### config.mk
export PLATFORM = sky130hd
export DESIGN_NAME = synth_top
export DESIGN_NICKNAME = d
export VERILOG_FILES = /design/src/synth_pkg.sv /design/src/adsr_env.sv /design/src/input_sync.sv /design/src/note_select.sv /design/src/pwm_dac.sv /design/src/synth_top.sv /design/src/wave_osc.sv
export VERILOG_INCLUDE_DIRS = /design/src
export SDC_FILE = /design/constraint.sdc
export NUM_CORES = 1
export LEC_CHECK = 0
export BUFFER_PORTS_ARGS = -buffer_cell sky130_fd_sc_hd__buf_2
export CORE_AREA = 2 2 95 97
export CTS_CLUSTER_SIZE = 40
export DETAILED_ROUTE_END_ITERATION = 10
export DIE_AREA = 0 0 97 99
export PLACE_DENSITY_LB_ADDON = 0.05
export SLEW_MARGIN = 20
export SYNTH_ARGS = -nofsm -noshare
export SYNTH_HDL_FRONTEND = slang
export SYNTH_SLANG_ARGS = --single-unit
### constraint.sdc
create_clock -name clk -period 4.03 [get_ports clk]
set_input_delay 0.403 -clock clk [delete_from_list [all_inputs] [get_ports clk]]
set_output_delay 0.403 -clock clk [all_outputs]
set_load 0.02 [all_outputs]
### src/synth_macros.svh
`ifndef SYNTH_MACROS_SVH
`define SYNTH_MACROS_SVH

// keyboard and switch bank
`define NNOTES      5
`define NSWITCHES   8
`define SYNC_STAGES 3

// pwm frame, one frame is 2**PWM_BITS clocks
`define PWM_BITS    8

// envelope
`define LEVEL_MAX   63
`define SLOW_STEP   4

// oscillator and mixer
`define NOTE_BASE   56  // lowest note code maps to phase step 1
`define DUTY_OFFSET 127

`endif

### src/synth_pkg.sv
`default_nettype none

`include "synth_macros.svh"

package synth_pkg;

   typedef logic [6:0]               note_code_t;  // 57 (C) .. 69 (high C)
   typedef logic [5:0]               env_level_t;
   typedef logic signed [7:0]        sample_t;
   typedef logic [`PWM_BITS-1:0]     duty_t;

   typedef struct packed {
      logic [3:0] note_set;  // sw[7:4]
      logic [1:0] adsr_sel;  // sw[3:2]
      logic [1:0] wave_sel;  // sw[1:0]
   } switch_cfg_t;

   typedef enum logic [1:0] {
      env_idle,
      env_attack,
      env_decay,
      env_sustain
   } env_state_t;

   // five-note scale sets, entry 0 belongs to key 0
   function automatic note_code_t scale_note(input logic [3:0] set, input logic [2:0] key);
      note_code_t [0:`NNOTES-1] row;
      case (set)
         4'd0:    row = '{7'd57, 7'd60, 7'd62, 7'd64, 7'd67};
         4'd1:    row = '{7'd57, 7'd60, 7'd64, 7'd67, 7'd69};
         4'd2:    row = '{7'd57, 7'd60, 7'd62, 7'd64, 7'd65};
         4'd3:    row = '{7'd59, 7'd61, 7'd63, 7'd64, 7'd66};
         4'd4:    row = '{7'd57, 7'd59, 7'd60, 7'd62, 7'd65};
         4'd5:    row = '{7'd57, 7'd59, 7'd64, 7'd66, 7'd67};
         4'd6:    row = '{7'd57, 7'd59, 7'd60, 7'd62, 7'd64};
         4'd7:    row = '{7'd57, 7'd59, 7'd61, 7'd63, 7'd64};
         4'd8:    row = '{7'd59, 7'd61, 7'd62, 7'd64, 7'd65};
         4'd9:    row = '{7'd57, 7'd60, 7'd62, 7'd64, 7'd66};
         4'd10:   row = '{7'd60, 7'd62, 7'd64, 7'd65, 7'd69};
         4'd11:   row = '{7'd57, 7'd61, 7'd64, 7'd68, 7'd69};
         4'd12:   row = '{7'd57, 7'd59, 7'd61, 7'd64, 7'd66};
         4'd13:   row = '{7'd59, 7'd60, 7'd64, 7'd65, 7'd67};
         4'd14:   row = '{7'd62, 7'd64, 7'd66, 7'd68, 7'd69};
         default: row = '{7'd57, 7'd59, 7'd61, 7'd62, 7'd64};
      endcase
      if (key < 3'(`NNOTES))
         return row[key];
      return row[0];  // out of range key, fall back to key 0
   endfunction

endpackage

`default_nettype wire

### src/adsr_env.sv
`timescale 1ns/1ns
`default_nettype none

`include "synth_macros.svh"

module adsr_env (
   input  wire logic              clk,
   input  wire logic              rstn,
   input  wire logic              frame_tick,
   input  wire logic              gate,
   input  wire logic [1:0]        adsr_sel,
   output synth_pkg::env_level_t  level,
   output logic                   active
);

   localparam synth_pkg::env_level_t lvl_max   = synth_pkg::env_level_t'(`LEVEL_MAX);
   localparam synth_pkg::env_level_t slow_step = synth_pkg::env_level_t'(`SLOW_STEP);

   synth_pkg::env_state_t state;
   synth_pkg::env_state_t next_state;
   synth_pkg::env_level_t next_level;
   synth_pkg::env_level_t attack_step;
   synth_pkg::env_level_t decay_step;
   synth_pkg::env_level_t sustain_lvl;
   logic [6:0]            rise_sum;    // one extra bit for saturation
   logic [6:0]            decay_floor;

   // preset decode
   always_comb
   begin
      case (adsr_sel)
         2'd0:
         begin
            attack_step = lvl_max;
            decay_step  = lvl_max;
            sustain_lvl = lvl_max;
         end
         2'd1:
         begin
            attack_step = lvl_max;
            decay_step  = lvl_max;
            sustain_lvl = '0;
         end
         2'd2:
         begin
            attack_step = slow_step;
            decay_step  = lvl_max;
            sustain_lvl = lvl_max;
         end
         default:
         begin
            attack_step = slow_step;
            decay_step  = slow_step;
            sustain_lvl = '0;
         end
      endcase
   end

   assign rise_sum    = {1'b0, level} + {1'b0, attack_step};
   assign decay_floor = {1'b0, sustain_lvl} + {1'b0, decay_step};

   always_comb
   begin
      next_state = state;
      next_level = level;
      if (!gate)
      begin
         next_state = synth_pkg::env_idle;  // release is instant
         next_level = '0;
      end
      else
      begin
         case (state)
            synth_pkg::env_idle, synth_pkg::env_attack:
            begin
               if (rise_sum >= {1'b0, lvl_max})
               begin
                  next_level = lvl_max;
                  next_state = synth_pkg::env_decay;
               end
               else
               begin
                  next_level = rise_sum[5:0];
                  next_state = synth_pkg::env_attack;
               end
            end
            synth_pkg::env_decay:
            begin
               // stop at the sustain level
               if ({1'b0, level} <= decay_floor)
               begin
                  next_level = sustain_lvl;
                  next_state = synth_pkg::env_sustain;
               end
               else
                  next_level = level - decay_step;
            end
            default: ;  // sustain holds
         endcase
      end
   end

   always_ff @(posedge clk or negedge rstn)
   begin
      if (!rstn)
      begin
         state <= synth_pkg::env_idle;
         level <= '0;
      end
      else if (frame_tick)
      begin
         state <= next_state;
         level <= next_level;
      end
   end

   assign active = (state != synth_pkg::env_idle);

endmodule

`default_nettype wire

### src/input_sync.sv
`timescale 1ns/1ns
`default_nettype none

`include "synth_macros.svh"

module input_sync (
   input  wire logic                    clk,
   input  wire logic                    rstn,
   input  wire logic [`NSWITCHES-1:0]   sw,
   input  wire logic [`NNOTES-1:0]      note_enn,
   output synth_pkg::switch_cfg_t       cfg,
   output logic      [`NNOTES-1:0]      note_en
);

   logic [`NSWITCHES-1:0] sw_q  [`SYNC_STAGES];
   logic [`NNOTES-1:0]    key_q [`SYNC_STAGES];  // still active low

   always_ff @(posedge clk or negedge rstn)
   begin
      if (!rstn)
      begin
         for (int i = 0; i < `SYNC_STAGES; i++)
         begin
            sw_q[i]  <= '0;
            key_q[i] <= '1;  // all keys released
         end
      end
      else
      begin
         sw_q[0]  <= sw;
         key_q[0] <= note_enn;
         for (int i = 1; i < `SYNC_STAGES; i++)
         begin
            sw_q[i]  <= sw_q[i-1];
            key_q[i] <= key_q[i-1];
         end
      end
   end

   assign cfg     = synth_pkg::switch_cfg_t'(sw_q[`SYNC_STAGES-1]);
   assign note_en = ~key_q[`SYNC_STAGES-1];  // active high from here on

endmodule

`default_nettype wire

### src/note_select.sv
`timescale 1ns/1ns
`default_nettype none

`include "synth_macros.svh"

module note_select (
   input  wire logic [3:0]           cfg_note_set,
   input  wire logic [`NNOTES-1:0]   note_en,
   output synth_pkg::note_code_t     note,
   output logic                      gate
);

   logic [2:0] key_idx;

   // lowest numbered pressed key wins
   always_comb
   begin
      key_idx = '0;
      for (int i = `NNOTES - 1; i >= 0; i--)
      begin
         if (note_en[i])
            key_idx = 3'(i);
      end
   end

   always_comb
   begin
      note = synth_pkg::scale_note(cfg_note_set, key_idx);
      gate = |note_en;
   end

endmodule

`default_nettype wire

### src/pwm_dac.sv
`timescale 1ns/1ns
`default_nettype none

`include "synth_macros.svh"

module pwm_dac (
   input  wire logic                   clk,
   input  wire logic                   rstn,
   input  wire synth_pkg::sample_t     sample,
   input  wire synth_pkg::env_level_t  level,
   output logic                        frame_tick,
   output logic                        pwm_out
);

   logic [`PWM_BITS-1:0] frame_cnt;
   synth_pkg::duty_t     duty;
   synth_pkg::duty_t     on_cnt;

   // free running frame counter
   always_ff @(posedge clk or negedge rstn)
   begin
      if (!rstn)
         frame_cnt <= '0;
      else
         frame_cnt <= frame_cnt + 1'b1;
   end

   assign frame_tick = (frame_cnt == '1);

   // additive mix, offset moves signed sample into duty range
   assign duty = synth_pkg::duty_t'(sample)
               + synth_pkg::duty_t'(level)
               + synth_pkg::duty_t'(`DUTY_OFFSET);

   always_ff @(posedge clk or negedge rstn)
   begin
      if (!rstn)
         on_cnt <= '0;
      else if (frame_tick)
         on_cnt <= duty;
      else if (on_cnt != '0)
         on_cnt <= on_cnt - 1'b1;
   end

   always_ff @(posedge clk or negedge rstn)
   begin
      if (!rstn)
         pwm_out <= 1'b0;
      else
         pwm_out <= (on_cnt != '0);  // high for duty cycles after the tick
   end

endmodule

`default_nettype wire

### src/synth_top.sv
`timescale 1ns/1ns
`default_nettype none

`include "synth_macros.svh"

module synth_top (
   input  wire logic                    clk,
   input  wire logic                    rstn,
   input  wire logic [`NSWITCHES-1:0]   sw,
   input  wire logic [`NNOTES-1:0]      note_enn,
   output logic                         pwm_out
);

   synth_pkg::switch_cfg_t cfg;
   logic [`NNOTES-1:0]     note_en;
   synth_pkg::note_code_t  note;
   logic                   gate;
   synth_pkg::env_level_t  level;
   logic                   active;
   synth_pkg::sample_t     sample;
   logic                   frame_tick;

   input_sync sync_i (
      .clk      (clk),
      .rstn     (rstn),
      .sw       (sw),
      .note_enn (note_enn),
      .cfg      (cfg),
      .note_en  (note_en)
   );

   note_select sel_i (
      .cfg_note_set (cfg.note_set),
      .note_en      (note_en),
      .note         (note),
      .gate         (gate)
   );

   adsr_env env_i (
      .clk        (clk),
      .rstn       (rstn),
      .frame_tick (frame_tick),
      .gate       (gate),
      .adsr_sel   (cfg.adsr_sel),
      .level      (level),
      .active     (active)
   );

   wave_osc osc_i (
      .clk        (clk),
      .rstn       (rstn),
      .frame_tick (frame_tick),
      .active     (active),
      .note       (note),
      .wave_sel   (cfg.wave_sel),
      .sample     (sample)
   );

   pwm_dac dac_i (
      .clk        (clk),
      .rstn       (rstn),
      .sample     (sample),
      .level      (level),
      .frame_tick (frame_tick),
      .pwm_out    (pwm_out)
   );

endmodule

`default_nettype wire

### src/wave_osc.sv
`timescale 1ns/1ns
`default_nettype none

`include "synth_macros.svh"

module wave_osc (
   input  wire logic                   clk,
   input  wire logic                   rstn,
   input  wire logic                   frame_tick,
   input  wire logic                   active,
   input  wire synth_pkg::note_code_t  note,
   input  wire logic [1:0]             wave_sel,
   output synth_pkg::sample_t          sample
);

   logic [7:0] phase;
   logic [7:0] step;

   assign step = 8'(note) - 8'(`NOTE_BASE);

   always_ff @(posedge clk or negedge rstn)
   begin
      if (!rstn)
         phase <= '0;
      else if (frame_tick)
      begin
         if (active)
            phase <= phase + step;  // wraps mod 256
         else
            phase <= '0;
      end
   end

   always_comb
   begin
      case (wave_sel)
         2'd0: sample = synth_pkg::sample_t'(phase - 8'd128);  // saw
         2'd1: sample = phase[7] ? -8'sd128 : 8'sd127;
         2'd2:
         begin
            // triangle, rising half then falling half
            if (!phase[7])
               sample = synth_pkg::sample_t'({phase[6:0], 1'b0} - 8'd128);
            else
               sample = synth_pkg::sample_t'(8'd127 - {phase[6:0], 1'b0});
         end
         default: sample = '0;  // silent
      endcase
   end

endmodule

`default_nettype wire
==> results.md <==
- Outcome: finished clean
- Initial antenna violation count: 0
- Synth Flop Type: dfrtp_1
- MaxCap Viol Count: 0
- Worst Hold End: sync_i.key_q[13]
- Hold buffer count at CTS: 0
- Crit path launch type: register
- CTS tree: yes
- CTS max path bufs: 2
- Met2 usage: 31.6%
- Critical path's slowest cell: dfrtp_1
- FP Rows: 34
- N_diodes: 0
- Synth top area share: 31.1%
- Total Neg Setup Slack: 0 ps
- Post_cts resized: 0
- M3 GR Usage: 3.76%
- Critical path peak fanout: 9
- Final Skew: 13.2 ps
- Sw Share: 29.5%
- Clock latency on the worst-skew pair: 340 ps
- Comb pwr share: 12.0%
- Final period util: 93.6%
- Initial DRT Pass Iterations: 4
- Sw power: 446 uW
- Aggregate routed wire length: 8.66 mm
- Starting Density: 53.7%
- Clock share of power: 37.5%
- Final hold violations: 0
- R2R setup slack: 260 ps
- Global-route wire length before repair: 15.0 mm
- Worst hold path cell count: 1
- Worst VDD drop: 0.000293 V
- Yosys cell types: 58
- GR Util met1: 26.1%
- Synthesized flop and latch total: 72
- CTS H-tree depth: 3
- Async set-or-reset flop fraction in the synthesized netlist: 100%
- Ports: 16
- CP Capture Type: register
- Number of synthesized flops with an enable pin: 0
- Slew Viols, Final: 0
- Layout Utilization: 58.0%
- Static leakage power: 2.32 nW
- Post-synth top area cell: dfrtp_1
- Detailed-route wire length per cell: 13.8 um
- Worst min path class: input port to register
- Area Growth Syn to Fin: 8.15%
- Critical Path Max Stage Delay: 510 ps
- CP arrival: 3990 ps
- Via count: 3457
- Critical path class: register to register
- Layout cells sized above 1: 12.0%
- Die Y: 99 um
- Mapped Nets: 566
- Root buffer cell: clkbuf_8
- WP data required: 4250 ps
- RSZ-0062 raised after global routing: false
- GRT Util Overall: 19.1%
- # DRC: 0
- Reg2Reg Depth: 16
- Iteration-0 DRC Markers: 192
- Port-buffer cells: 15
- Detailed-route vias per instance: 5.52
- Detailed Place HPWL: 6.41 mm
- Slew margin rel.: 41.4%
- Most frequent cells in the layout: 57 x dfrtp_1, 48 x a21oi_1, 48 x ha_1
- Post-CTS setup buffer count: 0
- Die width: 97 um
- Critical path's top delay family: compound AO/OA/AOI/OAI gates
- Final setup fails: 0
- R2r startpoint: sync_i.cfg[5]
- Std-Cell Core Area: 8550 um^2
- Seq/Total Area, Yosys: 39.7%
- Most used cell, CP: a21oi_1
- Commonest non-fill, non-tap cell in the layout: dfrtp_1
- Final Cell Area: 4960 um^2
- Largest net degree at the start of global routing: 73
- Top cells by area, synth: dfrtp_1 31%, ha_1 13%, dfstp_2 8.6%
- Flop pwr share: 50.6%
- CP cell instances: inv_1, ha_1, mux2i_1, a211oi_1, a311oi_1, a21oi_1, a21oi_1, ha_1, inv_1, fa_1, nor2b_1, o21ai_0, a21oi_1, nor2_1, xor2_1, o41ai_1
- Worst reg2reg endpoint: osc_i.phase[7]
- Total Power: 1.51 mW
- Clock transition at path regs: 90 ps
- Syn Inst Count: 499
- Power per Cell Area: 305 nW/um^2
- Sink Count: 72
- Max Freq: 0.265 GHz
- Worst path bufs/invs: 2
- Vias in the first global route: 3332
- Total grt overflow: 0
- Least-Margin Pin Slew: 879 ps
- Tmin final: 3770 ps
- Syn_area_per_cell: 9.19 um^2
- Mapped Area: 4590 um^2
- HP Start: note_enn[3]
- Ys Warns: 0
- GPL Wtd Cong: 0.852
- NumNets Final: 580
- Final ANT Viol Nets: 0
- Power Internal: 1.07 mW
- Num CTS Buffers: 9
- Die Area: 9600 um^2
- Placed Area: 4760 um^2
- GRT Max-Usage Layer: met2
==> sequential cells by signal, summed over array words and instances (netlist names), 2 cells and up <==
| register | cells |
|---|---|
| sync_i.sw_q | 16 |
| sync_i.cfg | 8 |
| dac_i.on_cnt | 8 |
| dac_i.frame_cnt | 8 |
| env_i.level | 6 |
| osc_i.phase | 8 |
| env_i.state | 2 |
| sync_i.key_q | 15 |
==> per-stage QoR <==
stage / worst slack, ps / hold WS, ps / cells
detailed placement: 295 / 335 / 610
CTS: 286 / 134 / 626
global placement: 514 / 332 / 610
floorplan: 625 / 107 / 499
global route: 23.1 / 125 / 626
finish: 259 / 155 / 626
==> power by group through the flow <==
stage                     registers (mW)  clock network [mW]  logic, mW
after floorplan                    0.768                   0      0.138
after global placement             0.777                   0      0.177
after detailed placement           0.778                   0      0.181
after CTS                          0.764               0.592      0.182
after global routing               0.768               0.625      0.206
final                              0.764               0.567      0.181
==> cells in the mapped netlist (3+ instances only) <==
| master | number |
|---|---|
| fa_1 | 4 |
| o2111ai_1 | 3 |
| a21oi_1 | 48 |
| a211oi_1 | 4 |
| o22a_1 | 6 |
| nand2b_1 | 6 |
| a31oi_1 | 4 |
| nor2b_1 | 6 |
| a21o_1 | 5 |
| xnor2_1 | 18 |
| nand3b_1 | 3 |
| nor2_1 | 36 |
| o211ai_1 | 5 |
| o221ai_1 | 3 |
| dfstp_2 | 15 |
| and3_1 | 4 |
| xor2_1 | 12 |
| mux2i_1 | 5 |
| o21a_1 | 4 |
| nand2_1 | 46 |
| ha_1 | 48 |
| nand3_1 | 15 |
| inv_1 | 45 |
| o21ai_1 | 5 |
| dfrtp_1 | 57 |
| o21ai_0 | 26 |
| nor3_1 | 10 |
| nand4_1 | 5 |
| clkbuf_1 | 13 |
==> per-layer routing <==
layer  vias to the layer above  wire [um]
met1                      1629       4200
met5                         -          0
met4                         0         85
li1                       1761          -
met3                         6        365
met2                        61       4010
==> kinds of logic after synthesis <==
group / count (synthesis) / share of synthesized area (%)
simple gates: 149 / 16.1
compound gates: 127 / 16.9
flops: 72 / 39.7
buf+inv: 61 / 5.04
fa+ha+maj: 52 / 14.8
xor+xnor: 30 / 5.73
mux: 7 / 1.58
other cells: 1 / 0.0817
==> worst max-delay path by stage <==
stage                     endpoint       startpoint  slack (ps)  cells after the start
global placement    osc_i.phase[7]    sync_i.cfg[5]         510                     16
finish              osc_i.phase[7]    sync_i.cfg[5]         260                     16
global route        osc_i.phase[7]    sync_i.cfg[5]          20                     16
floorplan           osc_i.phase[7]  sync_i.key_q[2]         620                     16
CTS                 osc_i.phase[7]    sync_i.cfg[5]         290                     16
detailed placement  osc_i.phase[7]    sync_i.cfg[5]         290                     16
==> cell type report <==
cell class / instances / area (um^2)
Multi-Input combinational cell: 366 / 2540
Inverter: 46 / 173
Clock buffer: 9 / 124
Timing Repair Buffer: 18 / 100
Sequential cell: 72 / 1820
Tap cell: 108 / 135
Fill cell: 762 / 3590
Clock inverter: 7 / 73.8
Power figures use the tool's default switching activity.
